==> config.mk <==
export PLATFORM = sky130hd
export DESIGN_NAME = fsab_request
export DESIGN_NICKNAME = d
export VERILOG_FILES = /design/src/hdl/dcache_pkg.sv /design/src/hdl/fsab_request.sv
export VERILOG_INCLUDE_DIRS = /design/src /design/src/hdl
export SDC_FILE = /design/constraint.sdc
export NUM_CORES = 1
export LEC_CHECK = 0
export BUFFER_PORTS_ARGS = -buffer_cell sky130_fd_sc_hd__buf_2
export CORE_AREA = 2 2 98 100
export DETAILED_ROUTE_END_ITERATION = 6
export DIE_AREA = 0 0 100 102
export PLACE_DENSITY_LB_ADDON = 0.15
export SYNTH_ARGS = -nofsm -noshare
export SYNTH_HDL_FRONTEND = slang
export SYNTH_SLANG_ARGS = --single-unit
==> constraint.sdc <==
create_clock -name clk -period 7.9 [get_ports clk]
set_clock_uncertainty 0.15 [all_clocks]
set_input_delay 0.79 -clock clk [delete_from_list [all_inputs] [get_ports clk]]
set_output_delay 0.79 -clock clk [all_outputs]
set_load 0.01 [all_outputs]
==> src/hdl/dcache_config.svh <==
// ====================
// cache geometry and bus constants for the data cache
// included by the package and by every module that needs a size or an id
// ====================
`ifndef DCACHE_CONFIG_SVH
`define DCACHE_CONFIG_SVH

// 16 lines of eight 64-bit beats
`define DCACHE_LINES 16
`define DCACHE_BEATS 8

// bus widths
`define FSAB_DATA_W 64
`define FSAB_LEN_W 4
`define FSAB_DID_W 4

// credit counter, full credit after reset
`define FSAB_CREDITS_W 4
`define FSAB_INITIAL_CREDITS 8

// source ids that mark this cache's traffic
`define FSAB_DID_CPU 4'h0
`define FSAB_SUBDID_DCACHE 4'h1

`endif
==> src/hdl/dcache_pkg.sv <==
// ====================
// shared types for the data cache, address fields and bus records
// ====================
`include "dcache_config.svh"

package dcache_pkg;

	// address split is tag / line index / beat / byte in beat
	typedef logic [31-$clog2(`DCACHE_LINES)-$clog2(`DCACHE_BEATS)-3:0] tag_t;
	typedef logic [$clog2(`DCACHE_LINES)-1:0] line_idx_t;
	typedef logic [$clog2(`DCACHE_BEATS)-1:0] beat_idx_t;
	typedef logic [31:0] word_t;
	typedef logic [`FSAB_DATA_W-1:0] beat_t;

	typedef enum logic {
		FSAB_READ  = 1'b0,
		FSAB_WRITE = 1'b1
	} fsab_mode_e;

	typedef enum logic {
		FILL_IDLE,
		FILL_BUSY
	} fill_state_e;

	typedef struct packed {
		logic                   valid;
		fsab_mode_e             mode;
		logic [`FSAB_DID_W-1:0] did;
		logic [`FSAB_DID_W-1:0] subdid;
		logic [31:0]            addr;
		logic [`FSAB_LEN_W-1:0] len;
		beat_t                  data;
		logic [7:0]             mask; // one bit per byte lane
	} fsab_req_t;

	typedef struct packed {
		logic                   valid;
		logic [`FSAB_DID_W-1:0] did;
		logic [`FSAB_DID_W-1:0] subdid;
		beat_t                  data;
	} fsab_rsp_t;

	typedef struct packed {
		logic      strobe;
		line_idx_t idx;
		beat_idx_t pos;
		beat_t     data;
		logic      last; // eighth beat of the line
	} fill_beat_t;

endpackage

==> src/hdl/fsab_request.sv <==
// ====================
// second pipeline stage that counts credits, stalls the core and issues bus requests
// sends an 8-beat line read on a miss or a single masked write beat
// ====================
`timescale 1ns/1ps
`include "dcache_config.svh"

module fsab_request (
	input  logic                  clk,
	input  logic                  arst_n,
	input  logic [31:0]           addr,
	input  logic                  rd_req,
	input  logic                  wr_req,
	input  dcache_pkg::word_t     wr_data,
	input  logic                  hit,
	input  dcache_pkg::line_idx_t idx,
	input  dcache_pkg::tag_t      tag,
	input  dcache_pkg::beat_idx_t beat,
	input  logic                  fill_pending,
	input  logic                  credit,
	output logic                  rw_wait,
	output dcache_pkg::fsab_req_t req,
	output logic                  fill_start,
	output logic [31:0]           fill_addr,
	output logic                  wr_hit
);
	import dcache_pkg::*;

	logic [`FSAB_CREDITS_W-1:0] credits_q;
	logic                       credit_avail;
	logic                       wr_issue;

	assign credit_avail = (credits_q != '0);

	// ====================
	// stall and issue decision
	// ====================
	assign rw_wait    = (rd_req && !hit) || (wr_req && !credit_avail);
	assign fill_start = rd_req && !hit && !fill_pending && credit_avail;
	assign wr_issue   = wr_req && credit_avail;
	assign wr_hit     = wr_issue && hit; // write-through also updates the cached half

	assign fill_addr = {tag, idx, 6'b0}; // line aligned

	always_comb begin
		req = '0;
		if (fill_start) begin
			req.valid  = 1'b1;
			req.mode   = FSAB_READ;
			req.did    = `FSAB_DID_CPU;
			req.subdid = `FSAB_SUBDID_DCACHE;
			req.addr   = fill_addr;
			req.len    = `FSAB_LEN_W'(`DCACHE_BEATS);
		end else if (wr_issue) begin
			req.valid  = 1'b1;
			req.mode   = FSAB_WRITE;
			req.did    = `FSAB_DID_CPU;
			req.subdid = `FSAB_SUBDID_DCACHE;
			req.addr   = {tag, idx, beat, 3'b000};
			req.len    = `FSAB_LEN_W'(1);
			req.data   = {wr_data, wr_data}; // mask picks the half
			req.mask   = addr[2] ? 8'hF0 : 8'h0F;
		end
	end

	// ====================
	// one credit out per request and one back per credit pulse
	// ====================
	always_ff @(posedge clk or negedge arst_n) begin
		if (!arst_n)
			credits_q <= `FSAB_CREDITS_W'(`FSAB_INITIAL_CREDITS);
		else
			credits_q <= credits_q + `FSAB_CREDITS_W'(credit) - `FSAB_CREDITS_W'(req.valid);
	end

	// an empty count only stays empty or takes one credit back
	a_no_credit_underflow: assert property (
		@(posedge clk) disable iff (!arst_n)
		credits_q == '0 |=> credits_q <= `FSAB_CREDITS_W'(1)
	) else $error("credit count taken below zero");

	// the bus never hands back more than it was given
	a_no_credit_overflow: assert property (
		@(posedge clk) disable iff (!arst_n)
		credits_q <= `FSAB_CREDITS_W'(`FSAB_INITIAL_CREDITS)
	) else $error("credit count above initial value");

endmodule

# == After elaboration in Yosys (flattened, before gate mapping) ==
# Cells that the tools add are included.
# op_classes
add_sub_neg,2
n_mux,4
n_reduce_logical,11
# op_table
operator,n
$mux 118,1
$mux 72,1
$mux 46,1
$mux 8,1
$logic_and 1x1->1,6
$add 4x1->4,1
$reduce_bool 4->1,1
$sub 4x1->4,1
$logic_not 1->1,3
$logic_or 1x1->1,1
# totals
ff_bits,4
input_bits,100
word_cells,18

# == Longest topological paths before layout ==
# logic_depth
ltp_word,6
mapped_depth,12

# == Worst setup path before layout ==
# Ideal clock, no wire load.
# synth_timing
kind,in2out
startpoint,input rd_req
endpoint,output req[1] (netlist name)
arrival_time_ns,1.812
required_ns,6.960
slack_ns,5.148
path_stages,3
path_cell_list,nor3b_4 -> nor4_1 -> buf_4
# synth_rtl
item,line_no,text
start: declaration,fsab_request.sv:12,"input logic rd_req,"
end: declaration,fsab_request.sv:22,"output dcache_pkg::fsab_req_t req,"

==> metrics.cfg <==
[drt]
ant_nets=0
vias_per_cell=3.37
dr.first_iter.drc_count=9
wire_per_inst_um=9.89
drt-total-wl_um=4250
drc_errors=0
dr.pass1.iters=2
vias=1447

[sta]
final-hold-violation-count=0
worst_pin_slew_ns=1.03
finalSetupViolCount=0
period_needed_ns=3.29
setup_tns_ns=0
max_freq_mhz=304
post-route-period-util=0.417
rsz0062_at_grt=no
maxSlewViolCount=0
max-slew-margin-rel=0.313

[cts]
holdBufCountCts=0
numCtsBuffers=3
clockRootBuffer=clkbuf_8
htree_num_levels=1
path_clk_slew_ns=0.03
cts_sinks=4
cts_setup_buffers=0
clockBufferDepth=2
cts_resized=0
insertion_delay_ns=0.22
tritoncts=yes

[layout]
areaGrowthSynthToFinish_pct=40.6
final_cell_mix=buf_2, and2_1, nor2b_1
fin_cells=430
seq_area_um2=101
drive_above_1_share=0.668
fin_nets=426
multi_input_area_um2=663
reg_top3=credits_q: 4 flops
final_common_cell=buf_2
num_antenna_cells=0
largest_register_ffs=4
regMostFlops=credits_q
fillers=1053

[placed_design]
dpl.hpwl_um=3780
gp_congestion=0.657
port_buffers=203
dp_cells=426

[global_route]
grt_pass1_vias=1097
grt_pass1_wl_um=5440
grt_max_degree=39
overflow=0
grt_usage=0.0670
antenna_found_initial=0

[critical_path]
critPathMaxStageDelay_ns=0.82
crit_path_start_kind=input port
path_max_fanout=38
critPathArrivalTime_ns=2.35
endpoint_kind=primary output
crit_chain=buf_2, nor3b_4, nor3_4, and2_1, buf_2
critPathRequiredTime_ns=6.96
rr_startpoint=credits_q[2]
ff2ff_path_depth=10
rrSetupSlack_ns=5.18
timing.rr.end=credits_q[2]
critPathSlowestCell=nor3_4
crit_path_frequent_cell=buf_2
path_class=in2out

[yosys]
avgSynthCellArea_um2=7.68
synth_seq_area_share=0.0713
yosysTopAreaCell=buf_4
synth_seq_cells=4
synthTopCellsByArea=buf_4, and2_1, nor2b_1
synth_top_area_frac=0.460
synth_cell_type_count=22
syn_inst=185
ys_warn_count=0
syn-cell-area_um2=1420

[die]
core_area_um2=9110
initial_core_util=0.156
die_h_um=102
num_io_pins=253
core.rowCount=35
die_area_um2=10200
fp.dieW_um=100

[min_path]
hold_class=in2async

[power]
swShare=0.462
power_density_nw_per_um2=167
clock_power_share=0.140
power_frac_seq=0.125
vdd_drop_max_mv=0.105
switching_power_mw=0.154
p_leak_nw=1.32
pwr-share-comb=0.736
p_int_mw=0.179

[job]
max_cap_violations=0

[run_status]
outcome=finished, final reports clean

## final cells by class
| type | count | area share |
|---|---|---|
| timing repair buffer | 203 | 0.508 |
| multi-input combinational | 99 | 0.332 |
| sequential | 4 | 0.0507 |
| inverter | 9 | 0.0169 |
| clock buffer | 4 | 0.0225 |
| tap | 111 | 0.0695 |
## routing by layer
metal	track usage	vias to the layer above	share of wire
li1	-	726	-
met1	0.0724	607	0.35
met2	0.131	110	0.53
met3	0.0198	4	0.11
met4	0.00948	0	0.0033
met5	0	-	0
## logic make-up (layout without fill, tap and decap cells)
family / count (synthesis) / in the layout / share of synthesized area
AOI/OAI and AO/OA: 4 / 4 / 0.0247
xor gates and xnor gates: 2 / 2 / 0.0123
adders and majority gates: 6 / 6 / 0.0581
buffers and inverters: 99 / 216 / 0.507
DFF: 4 / 4 / 0.0713
other: 1 / 18 / 0.00264
and+or+nand+nor: 69 / 69 / 0.324
## worst max path at each step
stage	cells after the start	startpoint	slack [ns]	endpoint
floorplan	3	rd_req	5.15	req[1]
global placement	5	rd_req	4.54	req[6]
detailed placement	5	rd_req	4.52	req[4]
CTS	6	credits_q[3]	4.51	req[4]
global route	6	credits_q[3]	4.32	req[6]
finish	5	rd_req	4.61	req[4]
## cells in the mapped netlist
cell type and instances:
xor2_1 2, nor3b_1 1, ha_1 5, a21oi_1 1
nor3_4 1, fa_1 1, buf_6 3, o21ai_4 1
and2_1 37, buf_4 87, and3_1 1, nor3b_4 1
inv_1 7, inv_2 2, nor2b_1 26, or3b_4 1
nor4_1 1, dfrtp_1 3, conb_1 1, o22ai_1 1
a21o_1 1, dfstp_2 1
## critical path, delay by kind of cell
kind	cells	cell delay [ns]
and+or+nand+nor	3	1.29
buffers and inverters	2	0.26
## per-stage QoR
stage	util	total power, mW	worst slack (ns)	instance area, um^2	hold WS (ns)
finish	0.219	0.333	4.61	2000	0.219
floorplan	-	0.242	5.15	1490	0.344
global route	0.219	0.373	4.32	2000	0.213
detailed placement	0.214	0.292	4.52	1950	0.432
global placement	0.214	0.294	4.54	1950	0.434
CTS	0.219	0.342	4.51	2000	0.215
## power by group through the flow
stage	Clock [mW]	Sequential, mW	Combinational, mW
after detailed placement	0	0.0422	0.250
after CTS	0.0483	0.0419	0.251
after global placement	0	0.0425	0.252
final	0.0465	0.0416	0.245
after floorplan	0	0.0403	0.202
after global routing	0.0504	0.0433	0.279
Note: power is estimated with default switching activity, not from simulation.
