<file path="config.mk">
export PLATFORM = sky130hd
export DESIGN_NAME = fill_tracker
export DESIGN_NICKNAME = d
export VERILOG_FILES = /design/src/hdl/dcache_pkg.sv /design/src/hdl/fill_tracker.sv
export VERILOG_INCLUDE_DIRS = /design/src /design/src/hdl
export SDC_FILE = /design/constraint.sdc
export NUM_CORES = 1
export LEC_CHECK = 0
export ABC_CLOCK_PERIOD_IN_PS = 2500
export BUFFER_PORTS_ARGS = -buffer_cell sky130_fd_sc_hd__buf_4
export CORE_AREA = 2 2 71 73
export DETAILED_ROUTE_END_ITERATION = 10
export DIE_AREA = 0 0 73 75
export PLACE_DENSITY = 0.62
export RECOVER_POWER = 50
export SLEW_MARGIN = 20
export SYNTH_ARGS = -nofsm -noshare
export SYNTH_HDL_FRONTEND = slang
export SYNTH_SLANG_ARGS = --single-unit
export TNS_END_PERCENT = 1
</file>
<file path="constraint.sdc">
create_clock -name clk -period 2.5 [get_ports clk]
set_input_delay 0.25 -clock clk [delete_from_list [all_inputs] [get_ports clk]]
set_output_delay 0.25 -clock clk [all_outputs]
set_load 0.01 [all_outputs]
</file>
<file path="src/hdl/dcache_config.svh">
// ====================
// cache geometry and bus constants for the data cache
// included by the package and by every module that needs a size or an id
// ====================
`ifndef DCACHE_CONFIG_SVH
`define DCACHE_CONFIG_SVH

// 16 lines of eight 64-bit beats
`define DCACHE_LINES 16
`define DCACHE_BEATS 8

// bus widths
`define FSAB_DATA_W 64
`define FSAB_LEN_W 4
`define FSAB_DID_W 4

// credit counter, full credit after reset
`define FSAB_CREDITS_W 4
`define FSAB_INITIAL_CREDITS 8

// source ids that mark this cache's traffic
`define FSAB_DID_CPU 4'h0
`define FSAB_SUBDID_DCACHE 4'h1

`endif
</file>
<file path="src/hdl/dcache_pkg.sv">
// ====================
// shared types for the data cache, address fields and bus records
// ====================
`include "dcache_config.svh"

package dcache_pkg;

	// address split is tag / line index / beat / byte in beat
	typedef logic [31-$clog2(`DCACHE_LINES)-$clog2(`DCACHE_BEATS)-3:0] tag_t;
	typedef logic [$clog2(`DCACHE_LINES)-1:0] line_idx_t;
	typedef logic [$clog2(`DCACHE_BEATS)-1:0] beat_idx_t;
	typedef logic [31:0] word_t;
	typedef logic [`FSAB_DATA_W-1:0] beat_t;

	typedef enum logic {
		FSAB_READ  = 1'b0,
		FSAB_WRITE = 1'b1
	} fsab_mode_e;

	typedef enum logic {
		FILL_IDLE,
		FILL_BUSY
	} fill_state_e;

	typedef struct packed {
		logic                   valid;
		fsab_mode_e             mode;
		logic [`FSAB_DID_W-1:0] did;
		logic [`FSAB_DID_W-1:0] subdid;
		logic [31:0]            addr;
		logic [`FSAB_LEN_W-1:0] len;
		beat_t                  data;
		logic [7:0]             mask; // one bit per byte lane
	} fsab_req_t;

	typedef struct packed {
		logic                   valid;
		logic [`FSAB_DID_W-1:0] did;
		logic [`FSAB_DID_W-1:0] subdid;
		beat_t                  data;
	} fsab_rsp_t;

	typedef struct packed {
		logic      strobe;
		line_idx_t idx;
		beat_idx_t pos;
		beat_t     data;
		logic      last; // eighth beat of the line
	} fill_beat_t;

endpackage

</file>
<file path="src/hdl/fill_tracker.sv">
// ====================
// stage 3, takes this cache's response beats and counts out a line fill
// ====================
`timescale 1ns/1ps
`include "dcache_config.svh"

module fill_tracker (
	input  logic                   clk,
	input  logic                   arst_n,
	input  logic                   fill_start,
	input  logic [31:0]            fill_addr,
	input  dcache_pkg::fsab_rsp_t  rsp,
	output dcache_pkg::fill_beat_t fill,
	output logic                   fill_pending
);
	import dcache_pkg::*;

	fill_state_e state_q;
	beat_idx_t   pos_q;
	line_idx_t   line_q;
	logic        rsp_match;

	// only beats with our ids belong to the fill
	assign rsp_match = rsp.valid && (rsp.did == `FSAB_DID_CPU)
		&& (rsp.subdid == `FSAB_SUBDID_DCACHE);

	assign fill_pending = (state_q == FILL_BUSY);

	always_comb begin
		fill.strobe = rsp_match && fill_pending;
		fill.idx    = line_q;
		fill.pos    = pos_q;
		fill.data   = rsp.data;
		fill.last   = (pos_q == beat_idx_t'(`DCACHE_BEATS - 1));
	end

	// ====================
	// fill FSM
	// ====================
	always_ff @(posedge clk or negedge arst_n) begin
		if (!arst_n) begin
			state_q <= FILL_IDLE;
			pos_q   <= '0;
		end else begin
			case (state_q)
				FILL_IDLE: if (fill_start) begin
					state_q <= FILL_BUSY;
					pos_q   <= '0;
				end
				FILL_BUSY: if (fill.strobe) begin
					pos_q <= pos_q + 1'b1;
					if (fill.last)
						state_q <= FILL_IDLE; // line complete
				end
				default: state_q <= FILL_IDLE;
			endcase
		end
	end

	always_ff @(posedge clk) begin
		if (fill_start)
			line_q <= fill_addr[$bits(beat_idx_t) + 3 +: $bits(line_idx_t)];
	end

	a_no_stray_beat: assert property (
		@(posedge clk) disable iff (!arst_n) rsp_match |-> state_q == FILL_BUSY
	) else $error("response beat for the cache with no fill pending");

endmodule

</file>
# Word-level counts from Yosys, hierarchy flattened
# Cells that the tools add are included.
# Widths: inputs -> output; s select.
[totals] regBits=8 input_bits=108 output_inout_bits=74 word_cells=21
[op_classes] n_addsub=1 n_eq_ne=4 mux=7 bitwise=1 n_reduce_logical=5
[ops] cell="$mux 3" n=2
[ops] cell="$pmux 3 s2" n=1
[ops] cell="$eq 4x1->1 const B" n=1
[ops] cell="$logic_not 4->1" n=1
[ops] cell="$ne 2x2->1 const B" n=2
[ops] cell="$add 3x1->3 const B" n=1
[ops] cell="$eq 3x3->1 const B" n=1
[ops] cell="$logic_and 1x1->1" n=3
[ops] cell="$mux 1" n=3
[ops] cell="$pmux 1 s2" n=1
[ops] cell="$reduce_and 2->1" n=1
[ops] cell="$not 1->1" n=1

# Depth between registers and ports, before layout
[depth] word_depth=6 ltp_mapped=4 ltp_nobuf=4

# Least setup slack after synthesis
# OpenSTA, ideal clock, no wires.
[synth_path] kind="register to output" startpoint="reg state_q, in the netlist fill_pending" endpoint="out fill[72] (netlist bit)" arrival_time_ps=867 required_ps=2250 slack_ps=1383 stages_incl_launch_ff=4 path_buffers=0 cell_sequence="dfrtp_1 -> nor2b_1 -> nand4_2 -> inv_1"
[synth_rtl] element="from (decl)" line_no="fill_tracker.sv:18" source="fill_state_e state_q;"
[synth_rtl] element="from (signal assigned)" line_no="fill_tracker.sv:42" source="state_q <= FILL_IDLE;"
[synth_rtl] element="from (signal assigned)" line_no="fill_tracker.sv:47" source="state_q <= FILL_BUSY;"
[synth_rtl] element="from (signal assigned)" line_no="fill_tracker.sv:53" source="state_q <= FILL_IDLE;"
[synth_rtl] element="to (decl)" line_no="fill_tracker.sv:13" source="output dcache_pkg::fill_beat_t fill,"

==> flow_summary.yaml <==
setup_path:
  rr_startpoint: "pos_q[0]"
  crit_chain: "ha_1 > ha_1 > buf_4"
  crit_path_max_fanout: 4
  slowest_delay_ps: 410
  critical_path_class: "flip-flop to output port"
  startpoint: "pos_q[0]"
  worstPathArrival_ps: 1180
  crit_required_ps: 2250
  path_buf_inv: 1
  startpoint_type: "flip-flop"
  worst_setup_path_end_kind: "output port"
  crit_path_frequent_cell: "ha_1"
  critical-path-top-delay-family: "flip-flops"
  slowest_stage: "dfrtp_1"
sta:
  grt_setup_unrepaired: "no"
  worstMarginPinSlew_ps: 312
  finalHoldViolCount: 0
  min_period_ps: 1430
  holdWs_ps: 221
  slew-limit-headroom_pct: 79.2
  setup_viol: 0
  fin_crit_sh_pct: 57.3
  fmax_ghz: 0.698
  drv_slew: 0
  fin_worst_skew_ps: 0.0685
  tns_ps: 0
clock_network:
  h-tree-depth: 1
  cts_tree: "yes"
  cts_setup_buffers: 0
  cts_root_buffer: "clkbuf_8"
  clk_latency_ps: 220
  cts.clk_slew.worst_paths_ps: 40
  cts_max_path_buffers: 2
  cts_buffers: 3
  cts_sinks: 8
placed_design:
  hpwlAfterDp_mm: 1.16
  io_buffers: 25
  gp_congestion: 0.717
power:
  power_density_nw_per_um2: 529
  finalPower_uw: 349
  p_leak_nw: 0.317
  vdd_drop_max_v: 0.000118
  pwr-share-clk_pct: 45.9
  swShare_pct: 19.3
  power_frac_seq_pct: 42.9
  combPwrFrac_pct: 11.2
  internal-power_uw: 281
  p_sw_uw: 67.3
yosys:
  async_flop_share_pct: 50.0
  synth_cells: 91
  synth_flop_cell: "edfxtp_1"
  synth_common_cells: "buf_4 (64), dfrtp_1 (4), edfxtp_1 (4)"
  synth_top_area_share_pct: 57.4
  synth_edf_count: 4
  yosysSeqAreaShare_pct: 26.3
  synth_top_cell_by_area: "buf_4"
  synth-seq-cells: 8
  syn-num-nets: 201
  ys_types: 13
  yosysWarnings: 0
  synth.area.top_cells: "buf_4 (57%), edfxtp_1 (14%), dfrtp_1 (12%)"
  avgSynthCellArea_um2: 9.20
  netlist_area_um2: 837
  synth_most_common_cell: "buf_4"
grt:
  antenna_found_initial: 0
  grt_first_pass_wirelength_mm: 1.91
  grt_overflow: 0
  grt_max_degree: 7
  grt.total_usage_pct: 5.04
  grt_pass1_vias: 393
routing:
  drtAntennaViolNets: 0
  routed_via_density: 3.48
  routedWlPerCell_um: 12.6
  first_pass_iters: 2
  drc: 0
  wirelength_mm: 1.39
  dr.first_iter.drc_count: 9
  via_count: 386
worst_hold_path:
  hold_start: "fill_addr[9]"
  hp-class: "input port to flip-flop"
die:
  die_w_um: 73
  start_util_pct: 18.0
  die_h_um: 75
  pin_count: 182
  die_area_um2: 5480
  core_um2: 4660
  num_rows: 25
flow_run:
  cap_viol_max_count: 0
finish:
  layout-drive-gt1-share_pct: 49.1
  synthToLayoutAreaGrowth_pct: -21.2
  fillCellCount: 514
  fin_nets: 168
  antenna_cells: 0
run_status:
  status: "completed"
kinds of logic (layout without fill, tap and decap cells):
| kind of cell | count (synthesis) | after routing | share of synthesized area (%) |
|---|---|---|---|
| compound gates | 1 | 1 | 0.597 |
| simple gates | 10 | 10 | 7.77 |
| fa+ha+maj | 2 | 2 | 2.99 |
| buf+inv | 67 | 33 | 58.7 |
| mux | 3 | 3 | 3.59 |
| flops | 8 | 8 | 26.3 |
per-layer routing:
layer / global-route usage (%) / part of all wire (%) / vias to the layer above
li1: - / - / 152
met1: 3.08 / 23 / 148
met2: 5.91 / 37 / 49
met3: 3.21 / 21 / 37
met4: 12.1 / 18 / 0
met5: 0 / 0 / -
power by group through the flow:
stage | registers (mW) | clock network [mW] | logic (mW)
6_report | 0.150 | 0.160 | 0.0390
5_1_grt | 0.151 | 0.171 | 0.0433
4_1_cts | 0.150 | 0.167 | 0.0418
3_5_place_dp | 0.152 | 0 | 0.0405
3_3_place_gp | 0.151 | 0 | 0.0399
2_1_floorplan | 0.155 | 0 | 0.111
registers in the layout (all words and copies together) (netlist names):
register,count
line_q,4
pos_q,3
fill_pending,1
layout make-up:
type | instances | area (um^2) | area share [%]
Sequential cell | 8 | 220 | 33.4
Timing Repair Buffer | 26 | 190 | 28.8
Multi-Input combinational cell | 16 | 125 | 19.0
Tap cell | 54 | 67.6 | 10.2
Clock buffer | 4 | 45.0 | 6.83
Inverter | 3 | 11.3 | 1.71
worst paths after layout:
path	slack, ps	cells after the start	endpoint
hold reg to reg	520	1	pos_q[0]
setup / recovery	1070	3	fill[0]
setup reg to reg	1400	4	pos_q[2]
max in group asynchronous	1920	2	pos_q[0]
hold / removal	220	1	line_q[3]
min in group asynchronous	390	2	fill_pending
worst register-to-register path, delay by kind of cell (launching register included):
family	cells	cell delay [ps]
mux	1	50
flops	1	410
buf+inv	1	50
fa+ha+maj	2	470
what timing repair did:
action	CTS	global route
endpoints found under the hold margin	4	0
gates resized for setup	0	0
hold buffers	1	0
placed cells by master, fill, tap and decap left out:
master,synthesis,layout
nand2_1,3,3
clkbuf_8,0,3
nor2b_1,2,2
ha_1,2,2
nor4b_2,1,1
nand4_2,1,1
nand2b_1,1,1
mux2i_1,3,3
clkbuf_4,0,4
nor2_1,2,2
buf_4,64,19
dfrtp_1,4,4
a21oi_1,1,1
edfxtp_1,4,4
dlygate4sd3_1,0,1
inv_1,3,3
clkbuf_1,0,3
per-stage QoR:
step | cells | utilization (%) | worst slack (ps) | area [um^2]
2_1_floorplan | 91 | - | 1380 | 837
3_3_place_gp | 106 | 13.1 | 1100 | 612
3_5_place_dp | 106 | 13.1 | 1110 | 612
4_1_cts | 111 | 14.3 | 1020 | 667
5_1_grt | 111 | 14.1 | 945 | 659
6_report | 111 | 14.1 | 1070 | 659
(Power assumes the default switching activity.)
