==> config.mk <==
export PLATFORM = sky130hd
export DESIGN_NAME = dcache_lookup
export DESIGN_NICKNAME = d
export VERILOG_FILES = /design/src/hdl/dcache_pkg.sv /design/src/hdl/dcache_lookup.sv
export VERILOG_INCLUDE_DIRS = /design/src /design/src/hdl
export SDC_FILE = /design/constraint.sdc
export NUM_CORES = 1
export LEC_CHECK = 0
export BUFFER_PORTS_ARGS = -buffer_cell sky130_fd_sc_hd__clkbuf_2
export CORE_MARGIN = 4
export CORE_UTILIZATION = 55
export CTS_BUF_LIST = sky130_fd_sc_hd__clkbuf_4 sky130_fd_sc_hd__clkbuf_8
export CTS_CLUSTER_SIZE = 20
export DETAILED_ROUTE_END_ITERATION = 6
export HOLD_SLACK_MARGIN = 0.06
export PLACE_DENSITY = 0.74
export SYNTH_ARGS = -nofsm -noshare
export SYNTH_HDL_FRONTEND = slang
export SYNTH_SLANG_ARGS = --single-unit
==> constraint.sdc <==
create_clock -name clk -period 2.12 [get_ports clk]
set_input_delay 0 -clock clk [delete_from_list [all_inputs] [get_ports clk]]
set_output_delay 0 -clock clk [all_outputs]
set_load 0.005 [all_outputs]
==> src/hdl/dcache_config.svh <==
// ====================
// cache geometry and bus constants for the data cache
// included by the package and by every module that needs a size or an id
// ====================
`ifndef DCACHE_CONFIG_SVH
`define DCACHE_CONFIG_SVH

// 16 lines of eight 64-bit beats
`define DCACHE_LINES 16
`define DCACHE_BEATS 8

// bus widths
`define FSAB_DATA_W 64
`define FSAB_LEN_W 4
`define FSAB_DID_W 4

// credit counter, full credit after reset
`define FSAB_CREDITS_W 4
`define FSAB_INITIAL_CREDITS 8

// source ids that mark this cache's traffic
`define FSAB_DID_CPU 4'h0
`define FSAB_SUBDID_DCACHE 4'h1

`endif
==> src/hdl/dcache_pkg.sv <==
// ====================
// shared types for the data cache, address fields and bus records
// ====================
`include "dcache_config.svh"

package dcache_pkg;

	// address split is tag / line index / beat / byte in beat
	typedef logic [31-$clog2(`DCACHE_LINES)-$clog2(`DCACHE_BEATS)-3:0] tag_t;
	typedef logic [$clog2(`DCACHE_LINES)-1:0] line_idx_t;
	typedef logic [$clog2(`DCACHE_BEATS)-1:0] beat_idx_t;
	typedef logic [31:0] word_t;
	typedef logic [`FSAB_DATA_W-1:0] beat_t;

	typedef enum logic {
		FSAB_READ  = 1'b0,
		FSAB_WRITE = 1'b1
	} fsab_mode_e;

	typedef enum logic {
		FILL_IDLE,
		FILL_BUSY
	} fill_state_e;

	typedef struct packed {
		logic                   valid;
		fsab_mode_e             mode;
		logic [`FSAB_DID_W-1:0] did;
		logic [`FSAB_DID_W-1:0] subdid;
		logic [31:0]            addr;
		logic [`FSAB_LEN_W-1:0] len;
		beat_t                  data;
		logic [7:0]             mask; // one bit per byte lane
	} fsab_req_t;

	typedef struct packed {
		logic                   valid;
		logic [`FSAB_DID_W-1:0] did;
		logic [`FSAB_DID_W-1:0] subdid;
		beat_t                  data;
	} fsab_rsp_t;

	typedef struct packed {
		logic      strobe;
		line_idx_t idx;
		beat_idx_t pos;
		beat_t     data;
		logic      last; // eighth beat of the line
	} fill_beat_t;

endpackage

==> src/hdl/dcache_lookup.sv <==
// ====================
// stage 1, valid bits and tags, splits the core address and flags a hit
// ====================
`timescale 1ns/1ps
`include "dcache_config.svh"

module dcache_lookup (
	input  logic                   clk,
	input  logic                   arst_n,
	input  logic [31:0]            addr,
	input  dcache_pkg::fill_beat_t fill,
	input  logic                   fill_pending,
	output logic                   hit,
	output dcache_pkg::line_idx_t  idx,
	output dcache_pkg::tag_t       tag,
	output dcache_pkg::beat_idx_t  beat
);
	import dcache_pkg::*;

	logic [`DCACHE_LINES-1:0] valid_q;
	tag_t                     tags_q [`DCACHE_LINES];
	tag_t                     fill_tag_q; // tag of the line being filled

	// ====================
	// address split
	// ====================
	assign beat = addr[3 +: $bits(beat_idx_t)];
	assign idx  = addr[$bits(beat_idx_t) + 3 +: $bits(line_idx_t)];
	assign tag  = addr[31 -: $bits(tag_t)];

	assign hit = valid_q[idx] && (tags_q[idx] == tag);

	// ====================
	// valid bits
	// ====================
	always_ff @(posedge clk or negedge arst_n) begin
		if (!arst_n) begin
			valid_q <= '0;
		end else if (fill.strobe) begin
			// invalid while beats land, valid again with the last one
			valid_q[fill.idx] <= fill.last;
		end
	end

	// the core holds its address through the miss, so the tag seen in
	// the cycle the fill starts is the one to keep
	always_ff @(posedge clk) begin
		if (!fill_pending)
			fill_tag_q <= tag;
		if (fill.strobe && fill.last)
			tags_q[fill.idx] <= fill_tag_q;
	end

endmodule

# [Word level (Yosys, flattened, before mapping)]
# Memories as Yosys holds them, arrays and structs flattened.
# Index checks and enable logic that the tools add are counted.
[classes] n_addsub=0 order_cmp=3 n_div=0 muxes=7 multipliers=0 reduce_logical=3 eq_ne=1 shift=0 bitwise=0
[ops] op="== test 22 bit" count=1
[ops] op="bitwise mux 16 bit" count=1
[ops] op="< comparator 4 x 5 -> 1 bit, second input constant" count=2
[ops] op="binary-select mux 1 bit (select 4 bit)" count=1
[ops] op="demux 1 bit (select 4 bit)" count=1
[ops] op="greater-or-equal comparator 4 x 1 -> 1 bit, second input constant" count=1
[ops] op="two-way mux 1 bit" count=4
[ops] op="logical AND 1 bit" count=3
[totals] word_cells=17 latchBits=0 n_memories=1 ramBits=352 reg_bits=38 in_bits=108 romBits=0 output_inout_bits=30
[memory_table] name="tags_q" words=16 word_bits=22 rd=1 rd_clocked_by_memory_dff=0 write_ports=1 line="dcache_lookup.sv:21" source="tag_t tags_q [`DCACHE_LINES];"

# [Longest topological paths before layout]
# Gate-level depths: netlist of the first run.
[logic_depth] word_depth=5 depth_mapped=11 depth_no_buf=7

# [Least setup slack after synthesis of the first run]
# Ideal clock, no wire load.
[synth_timing] path_kind="input to register" start="input port fill[70] (netlist name)" end="memory tags_q[0][0] (netlist name), enable pin" required_ns=1.718 setup_time_ns=0.402 arrival_ns=1.579 stages=3 slack_ns=0.139 n_path_buf=1 cell_sequence="or3b_2 -> clkbuf_1 -> nor2_1"
[synth_lines] item="start: declaration" line="dcache_lookup.sv:11" source="input dcache_pkg::fill_beat_t fill,"
[synth_lines] item="end: declaration" line="dcache_lookup.sv:21"
# No word-level cell before the write port.

# [Worst setup path after layout of the first run]
[layout_timing] start="memory tags_q[2][18] (netlist name)" end="output port hit"
[layout_between] elab_chain_cells=3
[layout_lines] item="memory read (16 x 22 bit)"
[layout_lines] item="== test 22 bit" line="dcache_lookup.sv:31" source="assign hit = valid_q[idx] && (tags_q[idx] == tag);"
[layout_lines] item="logical AND 1 bit" line="dcache_lookup.sv:31"
[layout_lines] item="end: declaration" line="dcache_lookup.sv:13" source="output logic hit,"
# No other way between the ends.

==> results of run 1 <==
## state kept, by name, summed over array words and instances, names as in the netlist
name / flops
fill_tag_q: 22
valid_q: 16
tags_q: 352
## worst register-to-register path, cell delays in order (launching register included)
cell and delay [ns]:
dfrtp_1 0.40, o31ai_1 0.07, dlygate4sd3_1 0.57, o21ai_0 0.08, dlygate4sd3_1 0.59
## layer usage
layer	up-vias	part of all wire (%)	global-route usage [%]
met4	0	1.5	4.770
met2	436	49	37.82
li1	3566	-	-
met5	-	0	0
met3	53	8.0	4.261
met1	4375	41	33.65
## kinds of logic (layout without fill, tap and decap cells)
logic type / Yosys count / after routing
buffers and inverters: 79 / 299
XOR/XNOR: 26 / 26
AND/OR/NAND/NOR: 90 / 90
multiplexers: 129 / 129
flip-flops: 390 / 390
AO/OA/AOI/OAI: 80 / 80
## layout by cell type, fill, tap and decap left out, types with 9 or more instances in the layout
cell           synthesis  routed
dfrtp_1               16      16
xor2_1                13      13
buf_4                 38      53
nand2_1               31      31
dlygate4sd3_1          0      41
clkbuf_4               3      21
edfxtp_1             374     374
nor2_2                 0      11
nor2_1                25       9
clkbuf_2               0      58
clkinv_1               0      17
mux4_2                74      76
a21o_1                 9       9
mux2i_1               43      39
xnor2_1               13      11
o21ai_0               16      16
buf_12                 2      25
inv_1                 15      15
clkbuf_8               0      59
a21oi_1               14      14
mux4_1                11       9
## stage by stage
stage	setup slack [ns]	util, %	instance area (µm²)
floorplan	0.1385	-	15800
global placement	-0.4273	60.62	17030
detailed placement	-0.4319	60.62	17030
CTS	-0.8439	66.17	18590
global route	-0.9209	66.22	18600
finish	-0.8280	66.22	18600
## worst max path at each step
stage | slack (ns) | endpoint | cells after the start
5_1_grt | -0.92 | hit | 8
4_1_cts | -0.84 | hit | 8
3_5_place_dp | -0.43 | hit | 9
2_1_floorplan | 0.14 | tags_q[0][0] | 3
6_report | -0.83 | hit | 6
3_3_place_gp | -0.43 | hit | 9
## repair_timing
| item | CTS | global route |
|---|---|---|
| endpoints found under the hold margin | 79 | 0 |
| endpoints found under the setup margin | 1 | 2 |
| buffers inserted | 0 | 0 |
| resized for setup | 7 | 7 |
| pin swaps | 4 | 1 |
| hold buffers | 41 | 0 |
## layout make-up
type,instances,area (µm²),share of cell area [%]
Clock buffer,80,969.7,5.213
Clock inverter,26,136.4,0.7332
Inverter,15,56.30,0.3027
Multi-Input combinational cell,325,3730,20.05
Sequential cell,390,11630,62.53
Tap cell,378,473.0,2.543
Timing Repair Buffer,178,1604,8.624
## power by group through the flow
stage / Combinational, mW / Sequential (mW) / Clock, mW
detailed placement: 1.00 / 8.95 / 0
CTS: 1.10 / 8.79 / 5.88
finish: 1.11 / 8.79 / 5.78
global placement: 0.989 / 8.94 / 0
global route: 1.18 / 8.82 / 6.24
floorplan: 0.641 / 8.89 / 0
## cell usage after synthesis (3+ instances only)
library cell / count / share of area, %
nor2_1: 25 / 0.59
o22ai_1: 5 / 0.20
a22oi_1: 5 / 0.24
clkbuf_1: 5 / 0.12
a221oi_1: 5 / 0.28
inv_1: 15 / 0.36
mux4_2: 74 / 11
buf_2: 7 / 0.22
nor2b_1: 5 / 0.20
o21ai_0: 16 / 0.51
dfrtp_1: 16 / 2.5
nand2_1: 31 / 0.74
nand4_1: 3 / 0.12
a21oi_1: 14 / 0.44
a21o_1: 9 / 0.43
clkbuf_4: 3 / 0.14
nor3_1: 4 / 0.13
nand3_1: 6 / 0.19
mux4_1: 11 / 1.8
xor2_1: 13 / 0.72
buf_4: 38 / 1.8
o211ai_1: 5 / 0.24
xnor2_1: 13 / 0.72
mux2i_1: 43 / 2.7
edfxtp_1: 374 / 71
buf_6: 8 / 0.57
nand2b_1: 3 / 0.12
o22a_1: 3 / 0.17
==> flow_summary.ini, run 1 <==
[final_layout]
antenna_cells = 0
n_fill_cell = 1875
layout-drive-gt1-share_pct = 32.94
area_added_between_synthesis_and_finish_pct = 17.72
num-nets-final = 1076
post_route_non_filler_standard_cell_count = 1392

[timing]
finalHoldWorstSlack_ns = 0.2036
finalWorstPathRequiredPeriod_ns = 2.948
fmaxAchievable_mhz = 339.2
tightestPinTransition_ns = 0.7701
fin_worst_skew_ns = 0.01207
finalWorstSetupSlack_ns = -0.8280
report.final.setup_viol = 1
report.final.slew_viol_count = 0
rsz0062_at_grt = true
relSlewSlack_pct = 48.49
layout_worst_path_cycle_share_pct = 139.1
hold_viol = 0
finalSetupTns_ns = -0.8280

[synth]
ys.flop_type = edfxtp_1
synth_area_in_simple_gates_pct = 2.724
avgSynthCellArea_um2 = 19.90
netlist_area_um2 = 15800
synth.mux.area_fraction_pct = 15.17
synth.lib_cells_used.distinct = 56
postSynthNetCount = 902
ys_ff_latch = 390
number_of_synthesized_flops_with_an_enable_pin = 374
ys_seq_area_share_pct = 73.61
synth_compound_gate_area_share_pct = 3.484
synthArstFlopShare_pct = 4.103
post_synth_inst_count = 794
synth_top_family_by_area = multiplexers
ys.warnings.count = 0
synth_fa_ha_area_share_pct = 0
synth-xor-area-share_pct = 1.441

[setup_path]
crit_type = reg2out
ff2ff_path_depth = 4
r2r_start = valid_q[12]
arrival_time_at_the_worst_endpoint_ns = 2.95
cp-start-kind = register
cpPeakStageDelay_ns = 0.53
crit_path_top_delay_cell = mux4_2
cp.required_ns = 2.12
regToRegEndpoint = valid_q[12]
path_delay_family = multiplexers
critPathBufInv = 1
setup_slack_on_the_worst_flop_to_flop_path_ns = 0.29
critPathMaxFanout = 1
timing.critical_path.from = tags_q[2][18]
critPathCaptureType = output port
path_cells = mux4_1 > mux4_2 > xnor2_2 > nand4_1 > nor4_4 > buf_2

[detailed_routing]
routed_wire_length_per_instance_um = 25.79
drt_first_pass_iters = 5
number_of_drc_markers_after_the_initial_detailed_route_iteration = 916
detailroute.via_count = 8430
routed_wirelength_um = 35900
detail-route-antenna-nets = 0
drc_errors = 0
detail_route.vias_per_cell = 6.056

[grt]
grt_pass1_wl_um = 53750
global_route.usage.total_pct = 23.21
antenna_found_initial = 0
first_global_vias = 8662
grt_overflow_total = 0
maximum_number_of_pins_on_one_net_before_global_route_repair = 24

[pwr]
part_of_the_total_power_dissipated_in_sequential_elements_pct = 56.1
power.switching_mw = 3.443
leakage_nw = 6.432
relative_contribution_of_the_clock_network_to_total_power_pct = 36.8
p_int_mw = 12.25
final_total_pwr_mw = 15.69
power.combinational.fraction_pct = 7.1
ir_worst_vdd_mv = 0.4978
power_per_cell_area_nw_per_um2 = 843.5
p_sw_share_pct = 21.94

[placed_design]
placement.io_buffers = 61
placed_cells = 1245
post-dp-hpwl_um = 21320
gpl.final_weighted_congestion = 0.9043

[job]
timing.max_cap.violations = 0

[clocking]
clk_path_buf_depth = 3
clkSlewWorstSetupHoldPaths_ns = 0.06
numCtsBuffers = 58
clock-sinks = 390
worstSkewPairLatency_ns = 0.59
clock_tree_from_tritoncts = yes
htree_num_levels = 2
ctsRootBufferMaster = clkbuf_8

[floorplanning]
top_ports = 138
die_height_um = 177.5
dieArea_um2 = 31500
core.rowCount = 61
core_region_area_um2 = 28090
die_width_um = 177.5
initial_utilization_pct = 56.25

[hold_path]
hold_depth = 2
min_path_type = in2reg
timing.hold.worst_endpoint = fill_tag_q[14]
hold_start = addr[24]

[outcome]
failed_checks = negative setup slack
status = finished with violations
(Power assumes the default switching activity.)
==> run 2, diff against run 1 <==
--- a/config.mk
+++ b/config.mk
@@ -8,12 +8,13 @@
 export LEC_CHECK = 0
 export BUFFER_PORTS_ARGS = -buffer_cell sky130_fd_sc_hd__clkbuf_2
 export CORE_MARGIN = 4
-export CORE_UTILIZATION = 55
+export CORE_UTILIZATION = 50
 export CTS_BUF_LIST = sky130_fd_sc_hd__clkbuf_4 sky130_fd_sc_hd__clkbuf_8
 export CTS_CLUSTER_SIZE = 20
 export DETAILED_ROUTE_END_ITERATION = 6
 export HOLD_SLACK_MARGIN = 0.06
-export PLACE_DENSITY = 0.74
+export PLACE_DENSITY = 0.69
+export SKIP_CTS_REPAIR_TIMING = 1
 export SYNTH_ARGS = -nofsm -noshare
 export SYNTH_HDL_FRONTEND = slang
 export SYNTH_SLANG_ARGS = --single-unit
==> flow_summary.ini, run 2 (synthesis results as in run 1) <==
[timing]
report.final.slew_viol_count = 0
tightestPinTransition_ns = 0.7375
finalWorstPathRequiredPeriod_ns = 2.899
finalWorstSetupSlack_ns = -0.7795
finalHoldWorstSlack_ns = -0.2953
hold_viol = 1
report.final.setup_viol = 1
rsz0062_at_grt = true
fin_worst_skew_ns = 0.01698
finalSetupTns_ns = -0.7795
fmaxAchievable_mhz = 344.9
relSlewSlack_pct = 50.67
layout_worst_path_cycle_share_pct = 136.8

[clocking]
clk_path_buf_depth = 3
htree_num_levels = 2
ctsRootBufferMaster = clkbuf_8
numCtsBuffers = 59
clock_tree_from_tritoncts = yes
worstSkewPairLatency_ns = 0.59
clock-sinks = 390
clkSlewWorstSetupHoldPaths_ns = 0.06

[detailed_routing]
routed_wire_length_per_instance_um = 25.00
detail-route-antenna-nets = 0
detail_route.vias_per_cell = 5.794
detailroute.via_count = 8170
routed_wirelength_um = 35250
number_of_drc_markers_after_the_initial_detailed_route_iteration = 646
drc_errors = 0
drt_first_pass_iters = 5

[final_layout]
register_area_um2 = 11630
layout-drive-gt1-share_pct = 32.45
final_util_pct = 59.82
antenna_cells = 0
layout.cells.most_common_list = edfxtp_1 (374), mux4_2 (74), buf_4 (64)
area_added_between_synthesis_and_finish_pct = 17.03
largest_reg_flops = 352
biggestRegsByFlops = tags_q (352), fill_tag_q (22), valid_q (16)
n_fill_cell = 2245
area_of_the_multi_input_gates_um2 = 3692
top_register_by_number_of_flip_flops = tags_q
final_common_cell = edfxtp_1
num-nets-final = 1080

[setup_path]
cp-start-kind = register
critPathBufInv = 2
critPathMaxFanout = 2
arrival_time_at_the_worst_endpoint_ns = 2.90
crit_path_top_delay_cell = o41ai_1
path_delay_family = compound AO/OA/AOI/OAI gates
path_cells = mux4_2 > mux2i_1 > a22oi_1 > o211ai_1 > o41ai_1 > buf_4 > nand4b_1 > nor4_2 > buf_2
critPathCaptureType = output port
cpPeakStageDelay_ns = 0.40
crit_type = reg2out
cp.required_ns = 2.12

[placed_design]
gpl.final_weighted_congestion = 0.8744
placement.io_buffers = 61
pre_cts_ws_ns = -0.5737
post-dp-hpwl_um = 20750

[pwr]
power_per_cell_area_nw_per_um2 = 838.2
power.switching_mw = 3.387
ir_worst_vdd_mv = 0.5097
relative_contribution_of_the_clock_network_to_total_power_pct = 36.4
p_sw_share_pct = 21.85
power.combinational.fraction_pct = 6.8
final_total_pwr_mw = 15.50
part_of_the_total_power_dissipated_in_sequential_elements_pct = 56.7
leakage_nw = 6.377
p_int_mw = 12.11

[floorplanning]
die_height_um = 185.8
core_region_area_um2 = 30910
core.rowCount = 64
dieArea_um2 = 34510
die_width_um = 185.8
initial_utilization_pct = 51.12
top_ports = 138

[grt]
grt_overflow_total = 0
global_route.usage.total_pct = 20.79
grt_pass1_wl_um = 52270
first_global_vias = 8225
maximum_number_of_pins_on_one_net_before_global_route_repair = 28
antenna_found_initial = 0

[outcome]
failed_checks = negative hold slack, negative setup slack
status = finished with violations

[job]
timing.max_cap.violations = 0

[hold_path]
min_path_type = in2reg
run 2: changes by cell type in the layout (fill, tap and decap cells not counted), sizes merged:
cell,change
buf,+4
dlygate4sd3,-1
clkinv,-3
inv,+1
bufinv,-1
run 2: area by class of cell:
| cell class | count | area share, % |
|---|---|---|
| inverter | 15 | 0.3045 |
| multi-input combinational | 325 | 19.97 |
| clock buffer | 80 | 5.278 |
| clock inverter | 23 | 0.5549 |
| tap | 396 | 2.680 |
| timing repair buffer | 181 | 8.310 |
| sequential | 390 | 62.90 |
run 2: final timing paths:
check	from	cells after the start	slack (ns)	end
worst max register to register	valid_q[12]	4	0.34	valid_q[12]
worst min register to register	valid_q[5]	1	0.49	valid_q[5]
worst min-delay path	addr[12]	1	-0.30	fill_tag_q[2]
min in group asynchronous	arst_n	3	0.54	valid_q[14]
max in group asynchronous	arst_n	3	1.12	valid_q[0]
worst max-delay path	tags_q[4][9]	9	-0.78	hit
run 2: metrics by stage:
step	area (µm²)	cells
2_1_floorplan	15800	794
3_3_place_gp	17000	1267
3_5_place_dp	17000	1267
4_1_cts	18080	1370
5_1_grt	18490	1410
6_report	18490	1410
run 2: power groups by stage:
stage / Clock [mW] / Sequential, mW / Combinational, mW
6_report: 5.65 / 8.80 / 1.05
5_1_grt: 6.17 / 8.82 / 1.13
4_1_cts: 5.77 / 8.80 / 0.996
3_5_place_dp: 0 / 8.96 / 0.991
3_3_place_gp: 0 / 8.94 / 0.980
2_1_floorplan: 0 / 8.89 / 0.641
run 2: layer usage:
metal / global-route usage [%] / vias to the layer above / part of all wire (%)
met4: 5.887 / 0 / 2.0
li1: - / 3570 / -
met5: 0 / - / 0
met1: 30.57 / 4192 / 43
met2: 32.38 / 356 / 48
met3: 4.026 / 52 / 7.5
run 2: worst reg2reg max path, cell delays in order, from the launching register on:
cell and delay, ns:
dfrtp_1 0.39, o31ai_1 0.07, dlygate4sd3_1 0.57, o21ai_0 0.06, dlygate4sd3_1 0.57
